File: config.mk
export PLATFORM = sky130hd
export DESIGN_NAME = wb_regfile
export DESIGN_NICKNAME = d
export VERILOG_FILES = /design/src/design/riscv_pkg.sv /design/src/design/wb_regfile.sv
export SDC_FILE = /design/constraint.sdc
export NUM_CORES = 2
export LEC_CHECK = 0
export BUFFER_PORTS_ARGS = -buffer_cell sky130_fd_sc_hd__buf_2
export CAP_MARGIN = 15
export CORE_MARGIN = 5
export CORE_UTILIZATION = 57
export DETAILED_ROUTE_END_ITERATION = 8
export PLACE_DENSITY = 0.85
export SLEW_MARGIN = 20
export SYNTH_ARGS = -nofsm -noshare
export SYNTH_HDL_FRONTEND = slang
export SYNTH_SLANG_ARGS = --single-unit
File: constraint.sdc
create_clock -name clk_i -period 1.4 [get_ports clk_i]
set_input_delay 0.07 -clock clk_i [delete_from_list [all_inputs] [get_ports clk_i]]
set_output_delay 0.07 -clock clk_i [all_outputs]
set_load 0.1 [all_outputs]
File: src/design/riscv_pkg.sv
// shared memory-operation type and size constants for the MEM/WB back end

package riscv_pkg;

    // memory operation carried down from EX/MEM
    typedef enum logic [3:0]
    {
        MEM_NOP = 4'd0,
        MEM_LB  = 4'd1,
        MEM_LBU = 4'd2,
        MEM_LH  = 4'd3,
        MEM_LHU = 4'd4,
        MEM_LW  = 4'd5,
        MEM_SB  = 4'd6,
        MEM_SH  = 4'd7,
        MEM_SW  = 4'd8
    } mem_oper_t;

    // data memory geometry, 32-bit words
    localparam int DMEM_WORDS = 256;

    // word index width, log2 of DMEM_WORDS
    localparam int DMEM_AW = 8;

    // architectural register file
    localparam int NUM_REGS = 32;

    // register address width
    localparam int REG_AW = 5;

endpackage : riscv_pkg
File: src/design/wb_regfile.sv
// write-back source select and 32-entry register file with debug read port

`timescale 1ns/10ps

module wb_regfile
(
    input  logic                         clk_i,
    input  logic                         rstn_i,
    input  logic                         wb_use_mem_i,
    input  logic                         write_rd_i,
    input  logic [riscv_pkg::REG_AW-1:0] rd_addr_i,
    input  logic [31:0]                  alu_result_i,
    input  logic [31:0]                  dmem_rdata_i,
    input  logic                         trap_i,
    input  logic [riscv_pkg::REG_AW-1:0] dbg_addr_i,
    output logic [31:0]                  dbg_data_o
);

    logic [31:0] regs [riscv_pkg::NUM_REGS];
    logic [31:0] wb_data;
    logic        wb_en;

    // loaded word or ALU result
    assign wb_data = wb_use_mem_i ? dmem_rdata_i : alu_result_i;

    // trapped instructions retire without touching rd
    assign wb_en = write_rd_i && !trap_i && (rd_addr_i != '0);

    always_ff @(posedge clk_i, negedge rstn_i)
    begin
        if (!rstn_i)
        begin
            for (int i = 0; i < riscv_pkg::NUM_REGS; i++)
            begin
                regs[i] <= '0;
            end
        end
        else if (wb_en)
        begin
            regs[rd_addr_i] <= wb_data;
        end
    end

    // x0 stays zero through reset and the write guard
    assign dbg_data_o = regs[dbg_addr_i];

    a_x0_zero : assert property (@(posedge clk_i) disable iff (!rstn_i)
        (dbg_addr_i == '0) |-> (dbg_data_o == 32'd0))
        else $error("wb_regfile: x0 read back nonzero");

endmodule : wb_regfile

## Word-level counts from Yosys, hierarchy flattened

Cells that the tools add are included.

| word-level totals | value |
|---|---|
| bits in registers | 1,024 |
| logic and storage cells | 49 |

| cells by class | value |
|---|---|
| magnitude comparators | 3 |
| multiplexer cells | 7 |
| bitwise operators | 2 |
| reductions and logical operators | 5 |

Operators by type and width:

| kind | count |
|---|---|
| 1024-bit bitwise mux | 1 |
| 32-bit binary-select mux with 5-bit select | 1 |
| 32-bit demux with 5-bit select | 1 |
| 32-bit 2-to-1 mux | 4 |
| 6-bit greater-or-equal comparator (second input constant) | 2 |
| 5-bit inverter with 6-bit output | 2 |
| 6-bit by 1-bit < comparator with 1-bit output (second input constant) | 1 |
| 5-bit nonzero test | 1 |
| 1-bit logical AND | 3 |
| 1-bit zero test | 1 |

## Longest topological paths before layout

| depth | value |
|---|---|
| word-level depth | 6 |
| gate-level depth with buffers | 8 |
| mapped depth without buffers | 5 |

## Worst setup path before layout

No wires, ideal clock.

| timing | value |
|---|---|
| kind | input port to output port |
| start point | input port dbg_addr_i[1] (netlist bit) |
| end point | output port dbg_data_o[16] |
| data arrival time | 2.099 ns |
| data required time | 1.330 ns |
| path slack | -0.769 ns |
| stages on the path | 8 |
| cell sequence | buf_2 > buf_2 > buf_2 > buf_2 > mux2i_1 > a22oi_1 > a31oi_1 > nand3_1 |

| on the way | value |
|---|---|
| word-level cells in the longest chain between the ends | 4 |

Ends and longest elaborated chain:

| element | RTL line | source |
|---|---|---|
| start: declaration | wb_regfile.sv:15 | `input logic [riscv_pkg::REG_AW-1:0] dbg_addr_i,` |
| 5-bit inverter with 6-bit output (implied by the code) | wb_regfile.sv:45 | `assign dbg_data_o = regs[dbg_addr_i];` |
| 32-bit binary-select mux with 5-bit select | wb_regfile.sv:45 |  |
| 32-bit 2-to-1 mux (implied by the code) (2 in series) | wb_regfile.sv:45 |  |
| end: declaration | wb_regfile.sv:16 | `output logic [31:0] dbg_data_o` |

No other way between the ends. The select of a mux whose other input is x is not followed.

## Worst setup path after layout

| timing | value |
|---|---|
| start point | register regs[821] (netlist bit) |
| end point | output port dbg_data_o[21] |

| on the way | value |
|---|---|
| word-level cells in the longest chain between the ends | 3 |

Ends and longest elaborated chain:

| element | RTL line | source |
|---|---|---|
| start: declaration | wb_regfile.sv:19 | `logic [31:0] regs [riscv_pkg::NUM_REGS];` |
| start signal: indexed assignment | wb_regfile.sv:40 | `regs[rd_addr_i] <= wb_data;` |
| 32-bit binary-select mux with 5-bit select | wb_regfile.sv:45 |  |
| 32-bit 2-to-1 mux (implied by the code) (2 in series) | wb_regfile.sv:45 |  |

No other way between the ends. The select of a mux whose other input is x is not followed.

==> metrics <==
status complete, but fails checks; failing checks negative setup slack; Setup crit start kind flop; die footprint 84800 um2; Crit. End Element output pin; dpl ws -0.448 ns; Mapped Cells 4579; io pins 111; setup TNS -23.85 ns; commonest cells after routing, fill and taps aside dfrtp_1 (1024), a21oi_1 (639), nor2_1 (546); Final Skew 0 ns; synth unique cells 29; # setup viols final 34; row count 103; CP max stage delay 0.38 ns; detailed-route via count 39.9k; fin worst setup slack -0.831 ns; LEAKAGE 26.2 nW; number of synthesized flops with an enable pin 0; fillers 4566; Clock Latency Late Sink 0.66 ns; reg2reg end regs[131]; die height 291 um; post-synth net total 4658; CTS Buf Count 101; GPL Wtd Cong 0.854; R2R Setup Slk 0.14 ns; max cap viols 0; final hold violation count 0; WL per Instance 25.7 um; DP Cell Count 5633; Sink Count 1024; CTS Root Buffer Type clkbuf_16; PortBufs 110; worst-path maximum fanout 2; Crit path max-delay family compound AO/OA/AOI/OAI gates; CP cell instances mux2i_1, a22o_1, nor3_1, a31oi_2, nand3_4, buf_12; Synth Warn # 0; max reg flops 1024; CP bufs+invs 1; n_diodes 0; worst path required time 1.33 ns; Slew @ Worst Pin 0.688 ns; top flop regs regs (1024); gr ovfl total 0; post-route cell area 55600 um2; DP Area 50700 um2; final design utilization 70.6%; Critical R2R Launch regs[131]; H-tree Lvls 3; initial antenna violation count 0; most common cell after layout, fill and taps aside dfrtp_1; Mean Syn Cell Area 9.84 um2; largest register by flop count regs; fin crit period 2.23 ns; reg2reg path depth 3; via/cell ratio 6.74; Worst-path clk slew 0.07 ns; GRT Total Usage 33.7%; post-route ant nets 0; Finished Layout Cells 5926; Stages on worst setup path 6; DP HPWL 83.9 mm; Post-synth ARST share 100%; CTS tree built; Core Footprint 78700 um2; RSZ-0062 raised after global routing yes; Post-route DRC 0; FF+latch count, synth 1024; Hold Path Class input port to flop; Slew Limit Fails 0; wire length of the first global-routing pass 228 mm; PD cells 1470 nW/um2; largest net degree at the start of global routing 120; maximum clock rate 0.448 GHz; Post-layout nets 4870; 1st-iter DRT viols 6163; Critical path origin regs[821]; Final period util 159%; layout cells sized above 1 17.1%; Starting Density 57.2%; Clock Tree Buf Depth 3; sequential area share after synthesis 56.9%; CP arrival 2.16 ns; slew margin rel. 54.1%; vias in the first global route 40.8k; Crit Path Category flop to output pin; CP endpoint dbg_data_o[21]; VDD IR max 957 uV; DRT Pass-1 Iters 9; final wirelength 152 mm; Synth Cell Area 45000 um2; die width 291 um; synth-to-layout area growth 23.4%; Critical-path top delay cell dfrtp_1; dominant register cell in the synthesized netlist dfrtp_1
-- logic make-up after synthesis --
kind of cell	share of synthesized area, %
flip-flops	56.9
AO/OA/AOI/OAI	15.4
multiplexers	12.1
AND/OR/NAND/NOR	11.4
buffers and inverters	4.23
-- final cells by class --
class | count | area [um2] | area share, %
Clock inverter | 46 | 633 | 1.14
Clock buffer | 142 | 2930 | 5.28
Sequential cell | 1024 | 25600 | 46.1
Timing Repair Buffer | 566 | 6430 | 11.6
Multi-Input combinational cell | 3098 | 18600 | 33.5
Tap cell | 1050 | 1310 | 2.36
-- report_power, final --
part | internal, W | leakage (nW) | switching [W]
clock network | 0.0169 | 1.75 | 0.0124
logic | 0.00611 | 11.1 | 0.00885
registers | 0.0345 | 13.3 | 0.00316
-- worst min-delay path, cell delays in order --
cell	delay [ns]
buf_2	0.08
mux2i_2	0.15
clkbuf_16	0.23
a21oi_1	0.13
-- worst min-delay path by stage --
stage	depth (start not counted)	slack [ns]	endpoint	from
after CTS	3	0.04	regs[864]	rstn_i
after detailed placement	2	0.13	regs[171]	rstn_i
final	4	0.03	regs[936]	alu_result_i[8]
after global routing	4	0.05	regs[296]	alu_result_i[8]
after floorplan	0	-0.23	regs[0]	rstn_i
after global placement	2	0.13	regs[235]	rstn_i
-- through the flow --
stage / power (W) / hold slack, ns
final: 0.0819 / 0.0337
after CTS: 0.0805 / 0.0403
after floorplan: 0.0459 / -0.226
after global routing: 0.0846 / 0.0543
after global placement: 0.0500 / 0.128
after detailed placement: 0.0510 / 0.129
-- synth_stat cells (all sizes together), types with 4 or more instances --
cell / instances / area (um2)
a22o: 64 / 561
dfrtp: 1024 / 25600
a22oi: 96 / 721
nand2: 555 / 2080
a21oi: 640 / 3200
nand2b: 7 / 43.8
a31oi: 32 / 200
nor2: 554 / 2090
clkbuf: 291 / 1090
mux2i: 544 / 5450
nor3: 40 / 257
nor2b: 4 / 25.0
buf: 166 / 815
nand3: 99 / 495
o21ai: 448 / 2240
-- what timing repair did --
action	CTS	global route
hold buffers	69	3
endpoints found under the setup margin	32	101
resized for setup	40	17
pin swaps	49	67
hold endpoints to repair	1991	25
setup buffers	18	22
cloned	0	4
-- per-layer routing --
layer  track usage [%]  vias up  part of all wire, %  wire length, um
li1                  -    16128                    -                -
met1              42.1    19398                   34            52000
met2              53.1     3440                   46            70000
met3              7.25      968                   12            18400
met4              22.9        0                  7.8            11900
met5                 0        -                    0                0
Note: power is estimated with default switching activity, not from simulation.
