**src/design/riscv_pkg.sv**
```systemverilog
// shared memory-operation type and size constants for the MEM/WB back end

package riscv_pkg;

    // memory operation carried down from EX/MEM
    typedef enum logic [3:0]
    {
        MEM_NOP = 4'd0,
        MEM_LB  = 4'd1,
        MEM_LBU = 4'd2,
        MEM_LH  = 4'd3,
        MEM_LHU = 4'd4,
        MEM_LW  = 4'd5,
        MEM_SB  = 4'd6,
        MEM_SH  = 4'd7,
        MEM_SW  = 4'd8
    } mem_oper_t;

    // data memory geometry, 32-bit words
    localparam int DMEM_WORDS = 256;

    // word index width, log2 of DMEM_WORDS
    localparam int DMEM_AW = 8;

    // architectural register file
    localparam int NUM_REGS = 32;

    // register address width
    localparam int REG_AW = 5;

endpackage : riscv_pkg
```
**src/design/mem_rw.sv**
```systemverilog
// memory-access stage: load lane extraction, store lane steering, MEM/WB registers

`timescale 1ns/10ps

module mem_rw
(
    input  logic                        clk_i,
    input  logic                        rstn_i,

    // data memory side
    output logic [31:0]                 rw_addr_o,
    output logic                        read_o,
    output logic [3:0]                  wsel_byte_o,
    output logic [31:0]                 wdata_o,
    input  logic [31:0]                 rdata_i,

    // EX/MEM bundle
    input  logic [31:0]                 alu_result_i,
    input  logic [31:0]                 alu_oper2_i,
    input  riscv_pkg::mem_oper_t        mem_oper_i,
    input  logic                        trap_i,
    input  logic                        wb_use_mem_i,
    input  logic                        write_rd_i,
    input  logic [riscv_pkg::REG_AW-1:0] rd_addr_i,

    // MEM/WB bundle
    output logic                        wb_use_mem_o,
    output logic                        write_rd_o,
    output logic [riscv_pkg::REG_AW-1:0] rd_addr_o,
    output logic [31:0]                 alu_result_o,
    output logic [31:0]                 dmem_rdata_o,
    output logic                        trap_o
);

    logic [31:0] load_data;
    logic [7:0]  load_byte;
    logic [15:0] load_half;

    // read level from the load decode, separate from the store lane case
    assign read_o = mem_oper_i inside {riscv_pkg::MEM_LB, riscv_pkg::MEM_LBU, riscv_pkg::MEM_LH,
                                       riscv_pkg::MEM_LHU, riscv_pkg::MEM_LW};

    // address only leaves the stage while memory is accessed
    assign rw_addr_o = (read_o || (wsel_byte_o != 4'b0000)) ? alu_result_i : '0;

    // lane picked by the low address bits, no alignment check
    always_comb
    begin
        case (alu_result_i[1:0])
            2'b00:   load_byte = rdata_i[7:0];
            2'b01:   load_byte = rdata_i[15:8];
            2'b10:   load_byte = rdata_i[23:16];
            default: load_byte = rdata_i[31:24];
        endcase
        load_half = alu_result_i[1] ? rdata_i[31:16] : rdata_i[15:0];
    end

    always_comb
    begin
        load_data   = '0;
        wsel_byte_o = 4'b0000;
        wdata_o     = '0;

        case (mem_oper_i)
            riscv_pkg::MEM_LB:
            begin
                load_data = {{24{load_byte[7]}}, load_byte};
            end
            riscv_pkg::MEM_LBU:
            begin
                load_data = {24'd0, load_byte};
            end
            riscv_pkg::MEM_LH:
            begin
                load_data = {{16{load_half[15]}}, load_half};
            end
            riscv_pkg::MEM_LHU:
            begin
                load_data = {16'd0, load_half};
            end
            riscv_pkg::MEM_LW:
            begin
                load_data = rdata_i;
            end
            // stores shift operand and mask into the addressed lane
            riscv_pkg::MEM_SB:
            begin
                wsel_byte_o = 4'b0001 << alu_result_i[1:0];
                wdata_o     = alu_oper2_i << {alu_result_i[1:0], 3'b000};
            end
            riscv_pkg::MEM_SH:
            begin
                wsel_byte_o = 4'b0011 << {alu_result_i[1], 1'b0};
                wdata_o     = alu_oper2_i << {alu_result_i[1], 4'b0000};
            end
            riscv_pkg::MEM_SW:
            begin
                wsel_byte_o = 4'b1111;
                wdata_o     = alu_oper2_i;
            end
            default:
            begin
            end
        endcase
    end

    // MEM/WB pipeline registers
    always_ff @(posedge clk_i, negedge rstn_i)
    begin
        if (!rstn_i)
        begin
            wb_use_mem_o <= 1'b0;
            write_rd_o   <= 1'b0;
            rd_addr_o    <= '0;
            alu_result_o <= '0;
            dmem_rdata_o <= '0;
            trap_o       <= 1'b0;
        end
        else
        begin
            wb_use_mem_o <= wb_use_mem_i;
            write_rd_o   <= write_rd_i;
            rd_addr_o    <= rd_addr_i;
            alu_result_o <= alu_result_i;
            dmem_rdata_o <= load_data;
            trap_o       <= trap_i;
        end
    end

    // a memory cycle is either a read or a write, never both
    a_no_read_and_write : assert property (@(posedge clk_i) disable iff (!rstn_i)
        !(read_o && (wsel_byte_o != 4'b0000)))
        else $error("mem_rw: read and write strobes active together");

    a_nop_addr_zero : assert property (@(posedge clk_i) disable iff (!rstn_i)
        (mem_oper_i == riscv_pkg::MEM_NOP) |-> (rw_addr_o == 32'd0))
        else $error("mem_rw: address driven during MEM_NOP");

endmodule : mem_rw

```
**config.mk**
```make
export PLATFORM = sky130hd
export DESIGN_NAME = mem_rw
export DESIGN_NICKNAME = d
export VERILOG_FILES = /design/src/design/riscv_pkg.sv /design/src/design/mem_rw.sv
export SDC_FILE = /design/constraint.sdc
export NUM_CORES = 1
export LEC_CHECK = 0
export ABC_AREA = 1
export ABC_CLOCK_PERIOD_IN_PS = 1330
export BUFFER_PORTS_ARGS = -buffer_cell sky130_fd_sc_hd__clkbuf_2
export CAP_MARGIN = 30
export CORE_MARGIN = 4
export CORE_UTILIZATION = 38
export CTS_BUF_LIST = sky130_fd_sc_hd__clkbuf_8
export CTS_CLUSTER_SIZE = 10
export DETAILED_ROUTE_END_ITERATION = 10
export GPL_TIMING_DRIVEN = 0
export PLACE_DENSITY = 0.73
export SYNTH_ARGS = -nofsm -noshare
export SYNTH_HDL_FRONTEND = slang
export SYNTH_SLANG_ARGS = --single-unit
```
**constraint.sdc**
```tcl
create_clock -name clk_i -period 1.33 [get_ports clk_i]
set_input_delay 0.1995 -clock clk_i [delete_from_list [all_inputs] [get_ports clk_i]]
set_output_delay 0.1995 -clock clk_i [all_outputs]
set_load 0.01 [all_outputs]
```
# ---- After elaboration in Yosys (flattened, before gate mapping)
# Index checks and enable logic that the tools add are counted.
dict set report totals {
  word_cells 30
  in_bits 110
  out_inout_bits 141
  register_bits 72
}
dict set report classes {
  muxes 6
  n_reduce_logical 4
  shift 4
  n_eq_ne 10
}
# cell n
set op_table {}
lappend op_table {{$pmux W32 S5} 1}
lappend op_table {{$pmux W32 S3} 1}
lappend op_table {{$shl A32 B5 Y32} 2}
lappend op_table {{$mux W32} 1}
lappend op_table {{$pmux W8 S3} 1}
lappend op_table {{$eq A4 B3 Y1 const B} 4}
lappend op_table {{$mux W16} 1}
lappend op_table {{$pmux W4 S3} 1}
lappend op_table {{$eq A4 B2 Y1 const B} 2}
lappend op_table {{$reduce_bool A5 Y1} 1}
lappend op_table {{$eq A4 B1 Y1 const B} 1}
lappend op_table {{$eq A4 B4 Y1 const B} 1}
lappend op_table {{$reduce_bool A4 Y1} 1}
lappend op_table {{$shl A1 B2 Y4 const A} 1}
lappend op_table {{$shl A2 B2 Y4 const A} 1}
lappend op_table {{$eq A2 B1 Y1 const B} 1}
lappend op_table {{$eq A2 B2 Y1 const B} 1}
lappend op_table {{$logic_not A2 Y1} 1}
lappend op_table {{$logic_or A1 B1 Y1} 1}

# ---- Depth between registers and ports, before layout
# Gate-level depths: netlist (run 1).
dict set report logic_depth {
  word_depth 5
  ltp_mapped 9
  ltp_nobuf 8
}

# ---- Worst setup path after synthesis (run 1)
# No wires, ideal clock.
dict set report synth_timing {
  kind {input to output}
  startpoint {input alu_result_i[1]}
  endpoint {output wsel_byte_o[2]}
  cell_stages 5
  setup_slack_ns 0.016
  arrival_time_ns 1.114
  n_path_buf 3
  required_ns 1.131
  path_cell_list {inv_1 -> buf_2 -> buf_2 -> buf_2 -> o31ai_1}
}
dict set report synth_between {
  elab_chain_len 2
  elab_cells_between_ends 3
  cone_classes {2 x shift; 1 x mux}
}
# item line_no
set synth_rtl {}
lappend synth_rtl {{start: declaration} mem_rw.sv:18} ;# input logic [31:0] alu_result_i,
lappend synth_rtl {{$shl A2 B2 Y4 / $shl A1 B2 Y4 (equally long branches)} {mem_rw.sv:93, mem_rw.sv:88}}
lappend synth_rtl {{$pmux W4 S3 (*)} mem_rw.sv:64} ;# case (mem_oper_i)
lappend synth_rtl {{end: declaration} mem_rw.sv:13} ;# output logic [3:0] wsel_byte_o,
# Mark *: on every way between the ends. The rest lies on a longest branch, timed or not.

# ---- Worst setup path in the final report (run 1)
dict set report layout_timing {
  startpoint {input mem_oper_i[3]}
  endpoint {output wsel_byte_o[3]}
}
dict set report layout_between {
  elab_chain_len 2
  elab_cells_between_ends 4
  cone_classes {3 x eq/ne; 1 x mux}
}
# item line_no
set layout_rtl {}
lappend layout_rtl {{start: declaration} mem_rw.sv:20} ;# input riscv_pkg::mem_oper_t mem_oper_i,
lappend layout_rtl {{$eq A4 B4 Y1 / $eq A4 B3 Y1 (equally long branches)} mem_rw.sv:64}
lappend layout_rtl {{$pmux W4 S3 (*)} mem_rw.sv:64}
# Marks and branches as above.

==> results of run 1 <==
==> final timing paths <==
path | start | to | slack, ns | depth (start not counted)
max in group asynchronous | rstn_i | alu_result_o[19]$_DFF_PN0_ | 0.57 | 3
min in group asynchronous | rstn_i | alu_result_o[1]$_DFF_PN0_ | 0.23 | 2
hold / removal | alu_result_i[1] | alu_result_o[1]$_DFF_PN0_ | 0.03 | 1
setup / recovery | mem_oper_i[3] | wsel_byte_o[3] | -0.17 | 9
==> final cells by class <==
type                       count  area [sq um]
buffer                        25           246
clock buffer                  11           151
clock inverter                 5          80.1
fill                         829          3280
inverter                      73           302
multi-input combinational    378          1940
sequential                    72          1800
tap                          133           166
timing repair buffer         310          1990
==> critical path, cell delays in order <==
cell and delay (ns):
clkbuf_16 0.14, nor2_4 0.15, nand2_2 0.10, buf_6 0.15, buf_12 0.14, o21ai_2 0.11, inv_2 0.08, o31ai_4 0.06
clkbuf_2 0.17
==> layer usage <==
layer	global-route usage, %	share of wire (%)	up-vias
met1	26.8	36	2244
met3	6.64	9.7	42
met4	9.71	2.8	0
met5	0	0	-
li1	-	-	2327
met2	47.6	52	261
==> kinds of logic after synthesis <==
family          Yosys count  share of synthesized area (%)
flops                    72                           45.7
buf+inv                  98                           11.1
simple gates            365                           41.2
compound gates           13                           1.94
==> cells in the final DEF, fill, tap and decap left out, types with 3 or more instances in the layout <==
cell / Yosys / routed
nand2_4: 1 / 4
clkbuf_2: 0 / 221
dlygate4sd3_1: 0 / 39
clkbuf_16: 0 / 4
inv_1: 53 / 51
nand3b_1: 3 / 3
inv_2: 20 / 18
dfrtp_1: 72 / 72
clkbuf_8: 0 / 13
buf_4: 5 / 12
nand3_4: 1 / 6
buf_8: 0 / 4
nor2_1: 13 / 9
nor2_4: 4 / 12
nand2_2: 5 / 16
nand2_1: 234 / 220
buf_6: 5 / 19
nor2_2: 7 / 3
o21ai_1: 8 / 8
buf_2: 10 / 26
nand3_2: 8 / 17
nand3_1: 89 / 75
==> metrics by stage <==
step	std cells	setup TNS [ns]	setup WS (ns)	hold WS, ns	instance area [sq um]
finish	1007	-7.69	-0.175	0.0340	6670
global route	1007	-12.13	-0.233	0.0342	6670
CTS	1002	-7.38	-0.179	0.0220	6490
detailed placement	932	-22.33	-0.455	0.0491	5390
global placement	931	-57.56	-0.490	0.307	5360
floorplan	548	0	0.0165	-0.0961	3940
==> timing repair <==
action,CTS,global route
pin swaps,23,19
setup buffers,11,2
hold buffers,39,0
gates resized for setup,88,57
endpoints found under the setup margin,68,68
gates cloned,4,3
endpoints found under the hold margin,110,0
==> power groups by stage <==
stage | sequential (mW) | combinational, mW | clock (mW)
after floorplan | 2.44 | 0.545 | 0
after global placement | 2.38 | 1.22 | 0
after detailed placement | 2.38 | 1.25 | 0
after CTS | 2.34 | 1.49 | 1.98
after global routing | 2.35 | 1.73 | 2.11
final | 2.34 | 1.59 | 1.96
==> registers in the layout, summed over array words and instances, names as in the netlist <==
| name | cells |
|---|---|
| dmem_rdata_o | 32 |
| trap_o | 1 |
| write_rd_o | 1 |
| rd_addr_o | 5 |
| wb_use_mem_o | 1 |
| alu_result_o | 32 |
==> flow_summary.ini, run 1 <==
[status]
status = complete, but fails checks
violations = setup timing

[clock_network]
cts_buffers = 9
cts.sinks = 72
cts-root-buf = clkbuf_8
cts_tree = yes
htree_levels = 3
clkTransAtPathRegs_ns = 0.07
clockBufferDepth = 2

[synth]
avgSynthCellArea_sq_um = 7.19
yosysSeqAreaShare_pct = 45.7
async_reset_ff_share_pct = 100
synth_edf_count = 0
yosysMostFrequentCell = nand2_1
syn_area_sq_mm = 0.00394
synth.net_count = 658
synth_common_cells = 234 x nand2_1, 89 x nand3_1, 72 x dfrtp_1
ys_warn_count = 0
synth_seq_cells = 72
syn_inst = 548
synth_area_leaders = dfrtp_1 46%, nand2_1 22%, nand3_1 11%
yosysTopAreaCell = dfrtp_1
synthFlopType = dfrtp_1
synth_top_area_share_pct = 45.7
synth_cell_types = 22

[pwr]
powerDensity_mw_per_mm2 = 882
combPwrFrac_pct = 27.0
p_clk_share_pct = 33.3
p_leak_nw = 4.05
ir_drop_uv = 670
design_power_total_mw = 5.89
intPower_mw = 4.15
p_seq_share_pct = 39.7
swShare_pct = 29.4
p_sw_mw = 1.73

[grt]
grt_pass1_vias = 4875
antenna_found_initial = 0
grtUsageTotal_pct = 25.4
grt_pass1_wl_um = 23600
grt-ovfl-total = 0
grt_start_max_net_pins = 68

[sta]
finalHoldViolations = 0
finalSetupViolCount = 66
min_period_over_period_pct = 113
fin_ws_ns = -0.175
rsz0062_at_grt = true
max-slew-margin-rel_pct = 66.0
worstMarginPinSlew_ns = 0.511
slew_viol_final = 0
period_minus_slack_ns = 1.50
clock.fmax_mhz = 665

[worst_setup_path]
cp_max_fo = 5
path_class = primary input to output port
worst_setup_path_start_kind = primary input
worst-endpoint-arrival_ns = 1.31
required_ns = 1.13
setup.worst_path.end_class = output port

[detailed_routing]
ant_nets = 0
remaining_drc_errors = 0
wl_per_cell_um = 15.9
vias = 4874
viasPerCell = 4.84
drtPass1Iterations = 5
drt-initial-drc-count = 226
drt_wl_total_um = 16000

[floorplanning]
core_area_sq_mm = 0.00995
start_util_pct = 39.6
die_w_um = 110
row_count = 36
die_area_sq_mm = 0.0121
ios = 251
chipHeight_um = 110

[place]
place_hpwl_um = 11100
port-buffer-count = 250
gp_congestion = 0.856

[final_layout]
final_util_pct = 67.0
syn_to_final_growth_pct = 69.4
layout-drive-gt1-share_pct = 45.0
nets = 979
diodes = 0

[min_path]
hold_path.class = primary input to flop

[run]
drv_cap = 0
No activity file was read; power rests on OpenSTA's default activity.
==> run 2: changes to the inputs <==
==> constraint.sdc (replaced) <==
create_clock -name clk_i -period 1.33 [get_ports clk_i]
set_input_delay 0.0665 -clock clk_i [delete_from_list [all_inputs] [get_ports clk_i]]
set_output_delay 0.0665 -clock clk_i [all_outputs]
set_load 0.01 [all_outputs]
==> run 2 against run 1 <==
  * The run now ends clean
  * Sequential power hardly changed
  * Non-clock buffer count up 24
  * Final cell count is 2.4% higher
  * Global-route usage rose by 1.4 points
  * Worst setup slack gained 0.20 ns
  * Routed wire length increased by 6.5%
==> flow_summary.ini, run 2 (synthesized netlist as in run 1, its figures left out) <==
[grt]
grt_start_max_net_pins = 68
grt_pass1_vias = 5129
grt-ovfl-total = 0
grtUsageTotal_pct = 26.8
antenna_found_initial = 0
grt_pass1_wl_um = 25000

[clock_network]
clkTransAtPathRegs_ns = 0.08
cts_buffers = 9
clockBufferDepth = 2
cts-root-buf = clkbuf_8
htree_levels = 3
cts_tree = yes
cts.sinks = 72

[detailed_routing]
viasPerCell = 4.87
wl_per_cell_um = 16.5
drt-initial-drc-count = 360
drt_wl_total_um = 17000
drtPass1Iterations = 6
ant_nets = 0
vias = 5018
remaining_drc_errors = 0

[worst_setup_path]
path_class = primary input to output port
crit_end = rw_addr_o[3]
required_ns = 1.26
worst-endpoint-arrival_ns = 1.24
startpoint = mem_oper_i[0]
cp_max_fo = 7
setup.worst_path.end_class = output port
worst_setup_path_start_kind = primary input

[sta]
finalHoldViolations = 0
finalSetupViolCount = 0
fin_tns_setup_ns = 0
worstMarginPinSlew_ns = 0.514
min_period_over_period_pct = 98.4
rsz0062_at_grt = true
max-slew-margin-rel_pct = 65.7
fin_ws_ns = 0.0216
slew_viol_final = 0
period_minus_slack_ns = 1.31
worst_hold_slack_ns = 0.0829
clock.fmax_mhz = 764

[run]
drv_cap = 0

[final_layout]
design_area_sq_mm = 0.00671
diodes = 0
layout-drive-gt1-share_pct = 40.5
multi_input_area_sq_mm = 0.00184
layout_commonest_cell = clkbuf_2
syn_to_final_growth_pct = 70.3
register_area_sq_mm = 0.00180
reg.largest.list = alu_result_o (32), dmem_rdata_o (32), rd_addr_o (5)
nets = 1003
layout_common_cells = 238 x clkbuf_2, 225 x nand2_1, 87 x nand3_1
nFillCells = 804

[place]
gp_congestion = 0.856
place_hpwl_um = 11100
placed_area_sq_mm = 0.00539
port-buffer-count = 250
pre_cts_ws_ns = -0.189

[pwr]
powerDensity_mw_per_mm2 = 884
design_power_total_mw = 5.93
ir_drop_uv = 699
p_leak_nw = 4.09

[min_path]
hold_path.class = primary input to asynchronous set/reset pin

[floorplanning]
row_count = 36
core_area_sq_mm = 0.00995
die_area_sq_mm = 0.0121
die_w_um = 110
ios = 251
start_util_pct = 39.6
chipHeight_um = 110

[status]
status = completed
run 2: cell types whose count changed in the layout (fill, tap and decap cells not counted), moves of 8 or more:
cell / previous run / this run
buf_2: 26 / 11
nand3_1: 75 / 87
dlygate4sd3_1: 39 / 73
buf_6: 19 / 10
nand3_2: 17 / 9
clkbuf_2: 221 / 238
run 2: worst min-delay path by stage:
stage	endpoint	slack [ns]	cells past startpoint
global route	alu_result_o[1]$_DFF_PN0_	0.09	2
global placement	trap_o$_DFF_PN0_	0.17	1
finish	alu_result_o[1]$_DFF_PN0_	0.08	2
detailed placement	alu_result_o[1]$_DFF_PN0_	-0.08	1
CTS	alu_result_o[1]$_DFF_PN0_	0.08	2
floorplan	alu_result_o[0]$_DFF_PN0_	-0.23	0
run 2: area by class of cell:
class / count / area share, %
buffer: 25 / 3.32
sequential: 72 / 26.9
clock buffer: 11 / 2.26
inverter: 73 / 4.27
multi-input combinational: 378 / 27.5
tap: 133 / 2.48
timing repair buffer: 334 / 32.2
clock inverter: 5 / 1.19
run 2: per-layer routing:
metal	vias up	wire, um	track usage [%]
met1	2274	6020	29.0
li1	2381	-	-
met3	49	1660	7.46
met4	0	499	12.2
met2	314	8850	48.2
met5	-	0	0
run 2: power by group:
part / internal [mW] / switching, mW
combinational: 0.696 / 0.895
sequential: 2.30 / 0.0417
clock: 1.16 / 0.837
total: 4.15 / 1.77
run 2: critical path, cell delays in order:
cell and delay [ns]:
buf_4 0.14, inv_4 0.06, nor2_4 0.03, nand2_2 0.08, nand2_4 0.07, nor2_4 0.14
nand3_4 0.17, clkbuf_16 0.20, nand2_1 0.09, inv_2 0.04, buf_4 0.14
run 2: repair_timing:
action,4_1_cts,5_1_grt
hold buffers,73,0
pin swaps,0,15
buffers inserted,0,7
setup endpoints to repair,28,85
endpoints found under the hold margin,144,0
gates cloned,0,3
gates resized for setup,13,78
run 2: stage by stage:
stage	instances	util (%)
after detailed placement	932	54.1
final	1031	67.4
after CTS	1021	64.3
after global placement	931	53.8
after floorplan	548	-
after global routing	1031	67.4
